[src/hdl/conv_geom_pkg.sv]
// scan geometry and address widths of the convolution engine, imported by the RTL and testbench
package conv_geom_pkg;

        // **************************************************
        // kernel and image geometry
        // **************************************************
        localparam int KER_SIZE = 5;                            // kernel width and height
        localparam int IMG_COLS = 10;                           // words read per image row
        localparam int OUT_COLS = IMG_COLS - KER_SIZE + 1;      // window positions per row
        localparam int OUT_ROWS = 3;                            // output rows per kernel
        localparam int KER_NUM  = 2;                            // kernels per run

        // **************************************************
        // counter and address widths
        // **************************************************
        localparam int COL_AW   = 4;                            // image column address
        localparam int ROW_AW   = 2;                            // output row count
        localparam int KER_AW   = 1;                            // kernel index
        localparam int PARAM_AW = 4;                            // rom column address

        // both memories answer one cycle after the address
        localparam int RD_LAT   = 1;

endpackage

[src/hdl/conv_data_pkg.sv]
// arithmetic types of the convolution datapath, used by the weight bank, the MAC and the top level
package conv_data_pkg;

        import conv_geom_pkg::*;

        // **************************************************
        // datapath widths
        // **************************************************
        localparam int WEIGHT_W = 16;                           // signed weight
        localparam int BIAS_W   = 16;                           // signed bias
        localparam int ACC_W    = 32;                           // sum of 25 taps plus bias

        // bit k is pixel row "row + k" of the column
        typedef logic [KER_SIZE-1:0]    pix_col_t;

        typedef logic signed [WEIGHT_W-1:0]     weight_t;
        typedef logic signed [BIAS_W-1:0]       bias_t;
        typedef logic signed [ACC_W-1:0]        acc_t;
        typedef logic [ACC_W-1:0]               rslt_t;         // after relu, never negative

        // one rom word seen flat at the port, or as the five taps of a kernel column
        typedef union packed {
                logic [KER_SIZE*WEIGHT_W-1:0]   flat;           // raw rom word
                weight_t [KER_SIZE-1:0]         tap;            // tap k weights kernel row k
        } param_col_u;

endpackage

[src/hdl/conv_cal.sv]
// top level of the convolution engine, connects scan control, weight bank and MAC to the memories
`timescale 1ns/1ps

module conv_cal
        import conv_geom_pkg::*, conv_data_pkg::*;
(
        // system
        input  logic                    sclk,
        input  logic                    s_rst_n,
        input  logic                    cal_start,
        // image ram
        output logic [COL_AW-1:0]       data_rd_addr,
        output logic [ROW_AW-1:0]       row_cnt,
        input  pix_col_t                col_data,
        // parameter rom
        output logic [PARAM_AW-1:0]     param_rd_addr,
        output logic [KER_AW-1:0]       conv_cnt,               // also the bias address
        input  param_col_u              param_col,
        input  bias_t                   param_bias,
        // result
        output rslt_t                   conv_rslt_act,
        output logic                    conv_rslt_act_vld
);

        logic                           col_vld;
        logic                           wt_ld;
        logic                           bias_ld;
        logic                           win_last;
        param_col_u [KER_SIZE-1:0]      ker_w;
        bias_t                          ker_bias;

        // **************************************************
        // scan control
        // **************************************************
        conv_scan_ctrl u_scan_ctrl (
                .sclk           (sclk),
                .s_rst_n        (s_rst_n),
                .cal_start      (cal_start),
                .data_rd_addr   (data_rd_addr),
                .row_cnt        (row_cnt),
                .conv_cnt       (conv_cnt),
                .param_rd_addr  (param_rd_addr),
                .col_vld        (col_vld),
                .wt_ld          (wt_ld),
                .bias_ld        (bias_ld),
                .win_last       (win_last)
        );

        conv_weight_bank u_weight_bank (
                .sclk           (sclk),
                .s_rst_n        (s_rst_n),
                .wt_ld          (wt_ld),
                .bias_ld        (bias_ld),
                .param_col      (param_col),
                .param_bias     (param_bias),
                .ker_w          (ker_w),
                .ker_bias       (ker_bias)
        );

        // **************************************************
        // datapath
        // **************************************************
        conv_window_mac u_window_mac (
                .sclk                   (sclk),
                .s_rst_n                (s_rst_n),
                .col_vld                (col_vld),
                .win_last               (win_last),
                .col_data               (col_data),
                .ker_w                  (ker_w),
                .ker_bias               (ker_bias),
                .conv_rslt_act          (conv_rslt_act),
                .conv_rslt_act_vld      (conv_rslt_act_vld)
        );

endmodule

[src/hdl/conv_scan_ctrl.sv]
// scan controller of the convolution engine, runs the address counters and the load strobes
`timescale 1ns/1ps

module conv_scan_ctrl
        import conv_geom_pkg::*;
(
        input  logic                    sclk,
        input  logic                    s_rst_n,
        input  logic                    cal_start,              // one cycle start strobe
        output logic [COL_AW-1:0]       data_rd_addr,
        output logic [ROW_AW-1:0]       row_cnt,
        output logic [KER_AW-1:0]       conv_cnt,
        output logic [PARAM_AW-1:0]     param_rd_addr,
        output logic                    col_vld,                // image word arriving
        output logic                    wt_ld,                  // kernel column arriving
        output logic                    bias_ld,                // first column of a kernel
        output logic                    win_last                // word completes a window
);

        logic                           conv_flag;              // run flag
        logic                           col_end;
        logic                           row_end;
        logic                           ker_end;
        logic                           run_end;

        logic                           flag_nxt;
        logic [COL_AW-1:0]              col_nxt;
        logic [ROW_AW-1:0]              row_nxt;
        logic [KER_AW-1:0]              ker_nxt;
        logic [PARAM_AW-1:0]            param_nxt;

        logic [3:0]                     phase_now;              // strobes of the shown address
        logic [RD_LAT-1:0][3:0]         phase_d;                // same, aligned to the data

        // **************************************************
        // counter stepping
        // **************************************************
        assign col_end = (data_rd_addr == COL_AW'(IMG_COLS - 1));
        assign row_end = (row_cnt == ROW_AW'(OUT_ROWS - 1));
        assign ker_end = (conv_cnt == KER_AW'(KER_NUM - 1));
        assign run_end = conv_flag && col_end && row_end && ker_end;   // last word of last kernel

        always_comb begin
                flag_nxt = conv_flag;
                col_nxt  = data_rd_addr;
                row_nxt  = row_cnt;
                ker_nxt  = conv_cnt;
                if (conv_flag == 1'b1) begin
                        if (run_end == 1'b1) begin
                                flag_nxt = 1'b0;                // back to rest, all zero
                                col_nxt  = '0;
                                row_nxt  = '0;
                                ker_nxt  = '0;
                        end else if (col_end == 1'b1) begin
                                col_nxt = '0;
                                if (row_end == 1'b1) begin
                                        row_nxt = '0;
                                        ker_nxt = conv_cnt + 1'b1;
                                end else begin
                                        row_nxt = row_cnt + 1'b1;
                                end
                        end else begin
                                col_nxt = data_rd_addr + 1'b1;
                        end
                end else if (cal_start == 1'b1) begin
                        flag_nxt = 1'b1;                        // start ignored while running
                end
        end

        // kernel columns are fetched along with the first five words of row 0
        always_comb begin
                if (flag_nxt == 1'b0)
                        param_nxt = '0;
                else if (row_nxt == '0 && col_nxt < COL_AW'(KER_SIZE))
                        param_nxt = PARAM_AW'(ker_nxt) * PARAM_AW'(KER_SIZE) + PARAM_AW'(col_nxt);
                else
                        param_nxt = param_rd_addr;              // hold
        end

        always_ff @(posedge sclk or negedge s_rst_n) begin
                if (s_rst_n == 1'b0) begin
                        conv_flag     <= 1'b0;
                        data_rd_addr  <= '0;
                        row_cnt       <= '0;
                        conv_cnt      <= '0;
                        param_rd_addr <= '0;
                end else begin
                        conv_flag     <= flag_nxt;
                        data_rd_addr  <= col_nxt;
                        row_cnt       <= row_nxt;
                        conv_cnt      <= ker_nxt;
                        param_rd_addr <= param_nxt;
                end
        end

        // **************************************************
        // phase strobes, delayed by the memory latency
        // **************************************************
        assign phase_now = {conv_flag,
                            conv_flag && row_cnt == '0 && data_rd_addr < COL_AW'(KER_SIZE),
                            conv_flag && row_cnt == '0 && data_rd_addr == '0,
                            conv_flag && data_rd_addr >= COL_AW'(IMG_COLS - OUT_COLS)};

        always_ff @(posedge sclk or negedge s_rst_n) begin
                if (s_rst_n == 1'b0) begin
                        phase_d <= '0;
                end else begin
                        for (int i = RD_LAT - 1; i > 0; i--) begin
                                phase_d[i] <= phase_d[i-1];
                        end
                        phase_d[0] <= phase_now;
                end
        end

        assign {col_vld, wt_ld, bias_ld, win_last} = phase_d[RD_LAT-1];

endmodule

[src/hdl/conv_weight_bank.sv]
// weight bank of the convolution engine, holds the five kernel columns and the bias of one kernel
`timescale 1ns/1ps

module conv_weight_bank
        import conv_geom_pkg::*, conv_data_pkg::*;
(
        input  logic                            sclk,
        input  logic                            s_rst_n,
        input  logic                            wt_ld,          // kernel column on param_col
        input  logic                            bias_ld,        // kernel bias on param_bias
        input  param_col_u                      param_col,
        input  bias_t                           param_bias,
        output param_col_u [KER_SIZE-1:0]       ker_w,          // slot j is kernel column j
        output bias_t                           ker_bias
);

        // **************************************************
        // kernel columns
        // **************************************************
        // new column enters at the top slot, so the first of five ends in slot 0
        always_ff @(posedge sclk or negedge s_rst_n) begin
                if (s_rst_n == 1'b0) begin
                        ker_w <= '0;
                end else if (wt_ld == 1'b1) begin
                        ker_w <= {param_col, ker_w[KER_SIZE-1:1]};
                end
        end

        // **************************************************
        // bias
        // **************************************************
        // latched once per kernel, kept until the next kernel's first column
        always_ff @(posedge sclk or negedge s_rst_n) begin
                if (s_rst_n == 1'b0) begin
                        ker_bias <= '0;
                end else if (bias_ld == 1'b1) begin
                        ker_bias <= param_bias;
                end
        end

endmodule

[src/hdl/conv_window_mac.sv]
// window and MAC of the convolution engine, sums the gated 5x5 taps with bias and applies relu
`timescale 1ns/1ps

module conv_window_mac
        import conv_geom_pkg::*, conv_data_pkg::*;
(
        input  logic                            sclk,
        input  logic                            s_rst_n,
        input  logic                            col_vld,        // image word on col_data
        input  logic                            win_last,       // this word closes a window
        input  pix_col_t                        col_data,
        input  param_col_u [KER_SIZE-1:0]       ker_w,
        input  bias_t                           ker_bias,
        output rslt_t                           conv_rslt_act,
        output logic                            conv_rslt_act_vld
);

        pix_col_t [KER_SIZE-1:0]        win_col;                // slot 0 is the oldest column
        logic                           win_rdy;                // window complete, sum next
        acc_t                           acc_sum;

        // **************************************************
        // pixel window
        // **************************************************
        always_ff @(posedge sclk) begin
                if (col_vld == 1'b1) begin
                        win_col <= {col_data, win_col[KER_SIZE-1:1]};
                end
        end

        always_ff @(posedge sclk or negedge s_rst_n) begin
                if (s_rst_n == 1'b0) begin
                        win_rdy <= 1'b0;
                end else begin
                        win_rdy <= win_last;
                end
        end

        // **************************************************
        // gated sum
        // **************************************************
        // a 1-bit pixel only selects its weight, no multiplier needed
        always_comb begin
                weight_t        tap_w;
                acc_sum = acc_t'(ker_bias);                     // sign extended bias
                for (int j = 0; j < KER_SIZE; j++) begin
                        for (int k = 0; k < KER_SIZE; k++) begin
                                tap_w = ker_w[j].tap[k];
                                if (win_col[j][k] == 1'b1) begin
                                        acc_sum = acc_sum + acc_t'(tap_w);
                                end
                        end
                end
        end

        // **************************************************
        // relu and result
        // **************************************************
        always_ff @(posedge sclk) begin
                if (win_rdy == 1'b1) begin
                        if (acc_sum[ACC_W-1] == 1'b1)
                                conv_rslt_act <= '0;            // negative sum clamps to zero
                        else
                                conv_rslt_act <= rslt_t'(acc_sum);
                end
        end

        always_ff @(posedge sclk or negedge s_rst_n) begin
                if (s_rst_n == 1'b0) begin
                        conv_rslt_act_vld <= 1'b0;
                end else begin
                        conv_rslt_act_vld <= win_rdy;           // one cycle strobe per window
                end
        end

endmodule

[config.mk]
export PLATFORM = sky130hd
export DESIGN_NAME = conv_cal
export DESIGN_NICKNAME = d
export VERILOG_FILES = /design/src/hdl/conv_geom_pkg.sv /design/src/hdl/conv_data_pkg.sv /design/src/hdl/conv_cal.sv /design/src/hdl/conv_scan_ctrl.sv /design/src/hdl/conv_weight_bank.sv /design/src/hdl/conv_window_mac.sv
export SDC_FILE = /design/constraint.sdc
export NUM_CORES = 2
export LEC_CHECK = 0
export BUFFER_PORTS_ARGS = -buffer_cell sky130_fd_sc_hd__buf_2
export CAP_MARGIN = 20
export CORE_MARGIN = 2
export CORE_UTILIZATION = 30
export CTS_BUF_LIST = sky130_fd_sc_hd__clkbuf_4 sky130_fd_sc_hd__clkbuf_8
export DETAILED_ROUTE_END_ITERATION = 6
export HOLD_SLACK_MARGIN = 0.03
export PLACE_DENSITY = 0.44
export SLEW_MARGIN = 20
export SYNTH_ARGS = -nofsm -noshare
export SYNTH_HDL_FRONTEND = slang
export SYNTH_HIERARCHICAL = 1
export SYNTH_SLANG_ARGS = --single-unit
[constraint.sdc]
create_clock -name sclk -period 35 [get_ports sclk]
set_clock_uncertainty 0.15 [all_clocks]
set_input_delay 7 -clock sclk [delete_from_list [all_inputs] [get_ports sclk]]
set_output_delay 7 -clock sclk [all_outputs]
set_load 0.05 [all_outputs]
# --- Word-level counts from Yosys, hierarchy flattened ---
# Index checks and enable logic that the tools add are counted.
word_totals:
  out_inout_bits: 44
  reg_bits: 491
classes:
  n_mux: 41
  order_cmp: 3
  addsub: 29
  n_reduce_logical: 11
  n_mul: 1
  n_eq_ne: 3
ops:
  columns: ["operator", "count"]
  rows:
  - ["$mux 32", 25]
  - ["$add 32x16->32", 24]
  - ["$mux 4", 5]
  - ["$add 16x16->17", 1]
  - ["$logic_and 1x1->1", 8]
  - ["$lt 4x3->1 const B", 2]
  - ["$mux 2", 4]
  - ["$mux 1", 7]
  - ["$add 4x1->4 const B", 1]
  - ["$add 4x4->4", 1]
  - ["$eq 4x4->1 const B", 1]
  - ["$ge 4x3->1 const B", 1]
  - ["$logic_not 2->1", 2]
  - ["$logic_not 4->1", 1]
  - ["$mul 1x3->4 const B", 1]
  - ["$add 2x1->2 const B", 1]
  - ["$eq 2x2->1 const B", 1]
  - ["$ne 2x2->1 const B", 1]
  - ["$add 1x1->1 const B", 1]

# --- Depth between registers and ports, before layout ---
depth:
  depth_word: 50
  depth_mapped: 180

# --- Hierarchy ---
# Netlist, hierarchy kept.
modules_own_cells:
  columns: ["mod", "cells_per_inst", "seq_area_each_um2", "n_inst", "area_each_um2"]
  rows:
  - ["conv_window_mac", 6806, 1731.7, 1, 47576.9]
  - ["conv_weight_bank", 879, 10410.0, 1, 17498.0]
  - ["conv_scan_ctrl", 83, 400.4, 1, 872.1]

# --- Worst setup path before layout ---
# OpenSTA, ideal clock, no wires.
synth_path:
  path_type: "register to register"
  startpoint: "register u_weight_bank/ker_w[0] (netlist bit)"
  endpoint: "register u_window_mac.conv_rslt_act[2] (data pin)"
  setup_slack_ns: 4.535
  stages_incl_launch_ff: 161
  arrival_time_ns: 30.034
  path_buffers: 4
  period_less_slack_ns: 30.465
  cell_sequence: "dfrtp_1 -> ha_1 -> inv_1 -> fa_1 -> nor2b_1 -> o21a_1 -> or3_1 -> a31o_2 -> ha_1 -> nand3_1 -> o2bb2ai_1 -> o21ai_0 -> nor3b_1 -> a21oi_1 -> inv_1 -> ha_1 -> clkbuf_1 -> inv_1 -> [125 not listed] -> or2_2 -> a21oi_1 -> a31oi_1 -> xnor2_1 -> a21oi_1 -> ha_1 -> a21oi_1 -> inv_1 -> a41o_1 -> a21o_1 -> a21o_1 -> a21oi_1 -> xnor2_1 -> nand2_1 -> xnor2_1 -> xnor2_1 -> buf_2 -> a311oi_2"
synth_between:
  elab_chain_len: 50
synth_lines:
  columns: ["item", "line", "source"]
  rows:
  - ["start: declaration", "conv_weight_bank.sv:13", "output param_col_u [KER_SIZE-1:0] ker_w,"]
  - ["start signal: assignment", "conv_weight_bank.sv:25", "ker_w <= {param_col, ker_w[KER_SIZE-1:1]};"]
  - ["$add 16x16->17 (*)", "conv_window_mac.sv:50", "acc_sum = acc_sum + acc_t'(tap_w);"]
  - ["$mux 32 (*)", "conv_window_mac.sv:49", "if (win_col[j][k] == 1'b1) begin"]
  - ["$add 32x16->32", "conv_window_mac.sv:50", null]
  - ["$mux 32 (*)", "conv_window_mac.sv:49", null]
  - ["$add 32x16->32", "conv_window_mac.sv:50", null]
  - ["$mux 32 (*)", "conv_window_mac.sv:49", null]
  - ["$add 32x16->32", "conv_window_mac.sv:50", null]
  - ["$mux 32 (*)", "conv_window_mac.sv:49", null]
  - ["[34 not listed]", null, null]
  - ["$add 32x16->32", "conv_window_mac.sv:50", null]
  - ["$mux 32 (*)", "conv_window_mac.sv:49", null]
  - ["$add 32x16->32", "conv_window_mac.sv:50", null]
  - ["$mux 32 (*)", "conv_window_mac.sv:49", null]
  - ["$add 32x16->32", "conv_window_mac.sv:50", null]
  - ["$mux 32 (*)", "conv_window_mac.sv:49", null]
  - ["$add 32x16->32", "conv_window_mac.sv:50", null]
  - ["$mux 32 (*)", "conv_window_mac.sv:49", null]
  - ["end signal: assignment", "conv_window_mac.sv:64", "conv_rslt_act <= rslt_t'(acc_sum);"]
  - ["end: declaration", "conv_window_mac.sv:14", "output rslt_t conv_rslt_act,"]
# Mark *: on every way between the ends. The rest lies on a longest branch, timed or not.
# A chain may end at the register's enable or synchronous reset.

# --- Final worst setup path ---
layout_path:
  startpoint: "register u_weight_bank.ker_bias[1]"
  endpoint: "register u_window_mac.conv_rslt_act[0] (data pin)"
layout_between:
  elab_chain_len: 50
layout_lines:
  columns: ["item", "line", "source"]
  rows:
  - ["start: declaration", "conv_weight_bank.sv:14", "output bias_t ker_bias"]
  - ["start signal: assignment", "conv_weight_bank.sv:37", "ker_bias <= param_bias;"]
  - ["$add 16x16->17", "conv_window_mac.sv:50", null]
  - ["$mux 32 (*)", "conv_window_mac.sv:49", null]
  - ["$add 32x16->32", "conv_window_mac.sv:50", null]
  - ["$mux 32 (*)", "conv_window_mac.sv:49", null]
  - ["$add 32x16->32", "conv_window_mac.sv:50", null]
  - ["$mux 32 (*)", "conv_window_mac.sv:49", null]
  - ["$add 32x16->32", "conv_window_mac.sv:50", null]
  - ["$mux 32 (*)", "conv_window_mac.sv:49", null]
  - ["[34 not listed]", null, null]
  - ["$add 32x16->32", "conv_window_mac.sv:50", null]
  - ["$mux 32 (*)", "conv_window_mac.sv:49", null]
  - ["$add 32x16->32", "conv_window_mac.sv:50", null]
  - ["$mux 32 (*)", "conv_window_mac.sv:49", null]
  - ["$add 32x16->32", "conv_window_mac.sv:50", null]
  - ["$mux 32 (*)", "conv_window_mac.sv:49", null]
  - ["$add 32x16->32", "conv_window_mac.sv:50", null]
  - ["$mux 32 (*)", "conv_window_mac.sv:49", null]
# Marked as above.

==> metrics.md <==
| Metric | Value |
|---|---|
| Bufs on Longest Clock Path | 3 |
| Max Clk Rate | 30.10 MHz |
| Status | finished, final reports clean |
| Worst R2R Setup Slack | 1.78 ns |
| CP Launch Point | u_weight_bank/ker_bias[1] |
| DP HPWL | 215.2 mm |
| Commonest non-fill, non-tap cell in the layout | buf_4 |
| Post-route DRC | 0 |
| CTS tree | done |
| FF+latch count, synth | 490 |
| Final hold vios | 0 |
| Wire per inst | 23.14 um |
| # placed instances | 11247 |
| Reg-to-reg endpoint | u_window_mac/conv_rslt_act[0] |
| Worst rel slew slack | 24.76% |
| Worst setup SP type | register |
| Global route total overflow | 0 |
| Vias | 62587 |
| Ys async rst share | 88.57% |
| Reg clk slew, reported paths | 0.07 ns |
| Routed WL | 265.4 mm |
| RD Place Congestion | 0.9310 |
| Slew Viols, Final | 0 |
| Synth Area in Simple Gates | 15.81% |
| XOR/XNOR Fraction of Synth Area | 7.781% |
| Root buf cell | clkbuf_8 |
| DRT antenna net count | 0 |
| Worst path slowest cell | a211oi_1 |
| Hold slack | 0.1969 ns |
| CP max stage delay | 0.62 ns |
| Syn-to-layout area delta | 17.44% |
| Seq/Total Area, Yosys | 19.02% |
| Initial antenna violation count | 4 |
| Share of post-route cells with drive strength above 1 | 22.51% |
| Number of vias per cell | 5.456 |
| TritonCTS Buffers | 97 |
| Skew-Pair Late Insertion Delay | 0.87 ns |
| Sink Count | 490 |
| Initial core utilization | 30.10% |
| CP endpoint kind | register |
| GRT Resource Usage Total | 22.94% |
| Minimum clock period | 33.22 ns |
| Post-Synthesis Cells | 7768 |
| Die ar. | 223600 um^2 |
| Die height | 472.9 um |
| H-tree levels | 3 |
| HP Start | u_scan_ctrl/phase_d[0] |
| Number of synthesized flops with an enable pin | 56 |
| Crit share post-route | 94.93% |
| Compound-Gate Fraction of Synth Area | 24.90% |
| Largest family of logic cells by synthesized area | compound AO/OA/AOI/OAI gates |
| First-pass GRT wire length | 393.1 mm |
| Crit path DAT | 33.67 ns |
| Total of max-cap violations | 0 |
| Worst-margin pin slew | 1.129 ns |
| Unique masters post-synth | 106 |
| Adder-Cell Fraction of Synth Area | 15.12% |
| Final setup vio count | 0 |
| Synth Flop Type | dfrtp_1 |
| WP data required | 35.45 ns |
| Setup TNS | 0 ns |
| Syn_area_per_cell | 8.490 um^2 |
| WS Path Type | reg -> reg |
| Core ar. | 219100 um^2 |
| Post-Synthesis Cell Area | 65950 um^2 |
| Critical path capture point | u_window_mac/conv_rslt_act[0] |
| Pre-Repair DR Iteration Count | 6 |
| Pin count of the biggest net entering global routing | 99 |
| Mapped Nets | 8654 |
| Synth warnings | 6 |
| Commonest non-fill, non-tap cells in the layout | 740 x buf_4, 731 x ha_1, 669 x nand2_1 |
| Hold Crit Class | reg -> reg |
| Cell mode on critical path | ha_1 |
| Vias in the first global route | 62784 |
| Iteration-0 DRC Markers | 4112 |
| Boundary Pins | 148 |
| Mux contribution to synthesized area | 12.91% |
| Crit Path Max Fanout | 31 |
| Fin nets | 9403 |
| PortBufs | 146 |
| Non-Filler Instances | 11471 |
| Die X | 472.9 um |
| Start of the worst register-to-register path | u_weight_bank/ker_bias[1] |
| Row count | 172 |
| R2R depth | 162 |
[area by class of cell]
type	instances	area, um^2
Clock inverter	36	399.1
Clock buffer	143	1818
Antenna cell	3	7.507
Sequential cell	490	12550
Inverter	345	1295
Multi-Input combinational cell	6695	51450
Tap cell	2871	3592
Fill cell	22712	141600
Timing Repair Buffer	888	6344
[timing repair]
action	CTS	global route
setup endpoints to repair	31	31
cloned	0	0
gates resized for setup	17	221
pin swaps	1	39
hold buffers	0	0
buffers inserted	1	40
[per-stage QoR]
step	instance area [um^2]	worst slack [ns]	utilization, %
after floorplan	65950	4.535	-
after CTS	76240	0.05248	34.80
after global routing	77440	-0.1128	35.35
final	77450	1.775	35.35
after global placement	73940	-1.322	33.75
after detailed placement	73940	-1.305	33.75
[worst max-delay path: cells and delay by family, from the launching register on]
family / cells / cell delay (ns)
DFF: 1 / 0.41
adders and majority gates: 25 / 8.07
xor gates and xnor gates: 18 / 2.78
and+or+nand+nor: 51 / 7.87
buffers and inverters: 7 / 0.76
AOI/OAI and AO/OA: 57 / 11.76
muxes: 4 / 1.10
[per-layer routing]
metal	vias up	track usage (%)	share of wire [%]
li1	30300	-	-
met1	30471	28.81	44
met2	1449	40.70	49
met3	367	1.960	3.3
met4	0	8.288	4.2
met5	-	0	0
[worst min-delay path by stage]
stage / to / slack [ns] / depth (start not counted)
final: u_window_mac/win_rdy / 0.20 / 0
after global placement: u_window_mac/win_rdy / 0.19 / 0
after detailed placement: u_window_mac/win_rdy / 0.20 / 0
after global routing: u_window_mac/win_rdy / 0.22 / 0
after CTS: u_window_mac/win_rdy / 0.20 / 0
after floorplan: u_window_mac/win_rdy / 0.18 / 0
[cells by family after synthesis]
logic type | after synthesis
multiplexers | 628
AND/OR/NAND/NOR | 2220
flip-flops | 490
AO/OA/AOI/OAI | 2486
buffers and inverters | 583
other | 1
XOR/XNOR | 578
adder cells (fa/ha/maj) | 782
[flip-flops by register name (all words and copies together), names as in the netlist, 2 cells and up]
register	count
u_window_mac/conv_rslt_act	31
u_scan_ctrl/param_rd_addr	4
u_weight_bank/ker_w	400
u_weight_bank/ker_bias	16
u_scan_ctrl/data_rd_addr	4
u_scan_ctrl/row_cnt	2
u_window_mac/win_col	25
u_scan_ctrl/phase_d	4
[synth_stat cells, types with 23 or more instances]
| library cell | number | share of area, % |
|---|---|---|
| or2_2 | 39 | 0.37 |
| o221ai_1 | 26 | 0.35 |
| or3_1 | 75 | 0.71 |
| nand2b_1 | 133 | 1.3 |
| mux2i_1 | 54 | 0.82 |
| inv_1 | 335 | 1.9 |
| a21oi_1 | 643 | 4.9 |
| nor3b_1 | 25 | 0.28 |
| o22ai_1 | 24 | 0.23 |
| dfrtp_1 | 434 | 16 |
| o211ai_1 | 57 | 0.65 |
| o21a_1 | 180 | 2.0 |
| a211oi_1 | 94 | 1.1 |
| a31o_2 | 25 | 0.33 |
| xnor2_1 | 374 | 5.0 |
| a21o_1 | 303 | 3.4 |
| a211o_1 | 38 | 0.50 |
| nand3_1 | 152 | 1.2 |
| edfxtp_1 | 56 | 2.5 |
| nor3_1 | 165 | 1.3 |
| nand3b_1 | 24 | 0.27 |
| clkbuf_1 | 157 | 0.89 |
| buf_12 | 44 | 1.3 |
| and2_1 | 43 | 0.41 |
| ha_1 | 757 | 14 |
| xor2_1 | 199 | 2.6 |
| mux2_2 | 173 | 3.0 |
| nand4_1 | 34 | 0.32 |
| o21ai_0 | 488 | 3.7 |
| o31a_1 | 25 | 0.33 |
| a22oi_1 | 23 | 0.26 |
| nor2_1 | 623 | 3.5 |
| and3_1 | 73 | 0.69 |
| a21boi_0 | 39 | 0.44 |
| a31oi_1 | 79 | 0.75 |
| fa_1 | 25 | 0.76 |
| nand2_1 | 670 | 3.8 |
| o31ai_1 | 63 | 0.72 |
| mux2_4 | 400 | 9.1 |
| o21bai_1 | 81 | 0.92 |
| buf_1 | 26 | 0.15 |
| nor2b_1 | 96 | 0.91 |
Power is left out: the tool's default activity adds up to more than one toggle a clock period on the data nets, which glitch-free logic cannot reach.
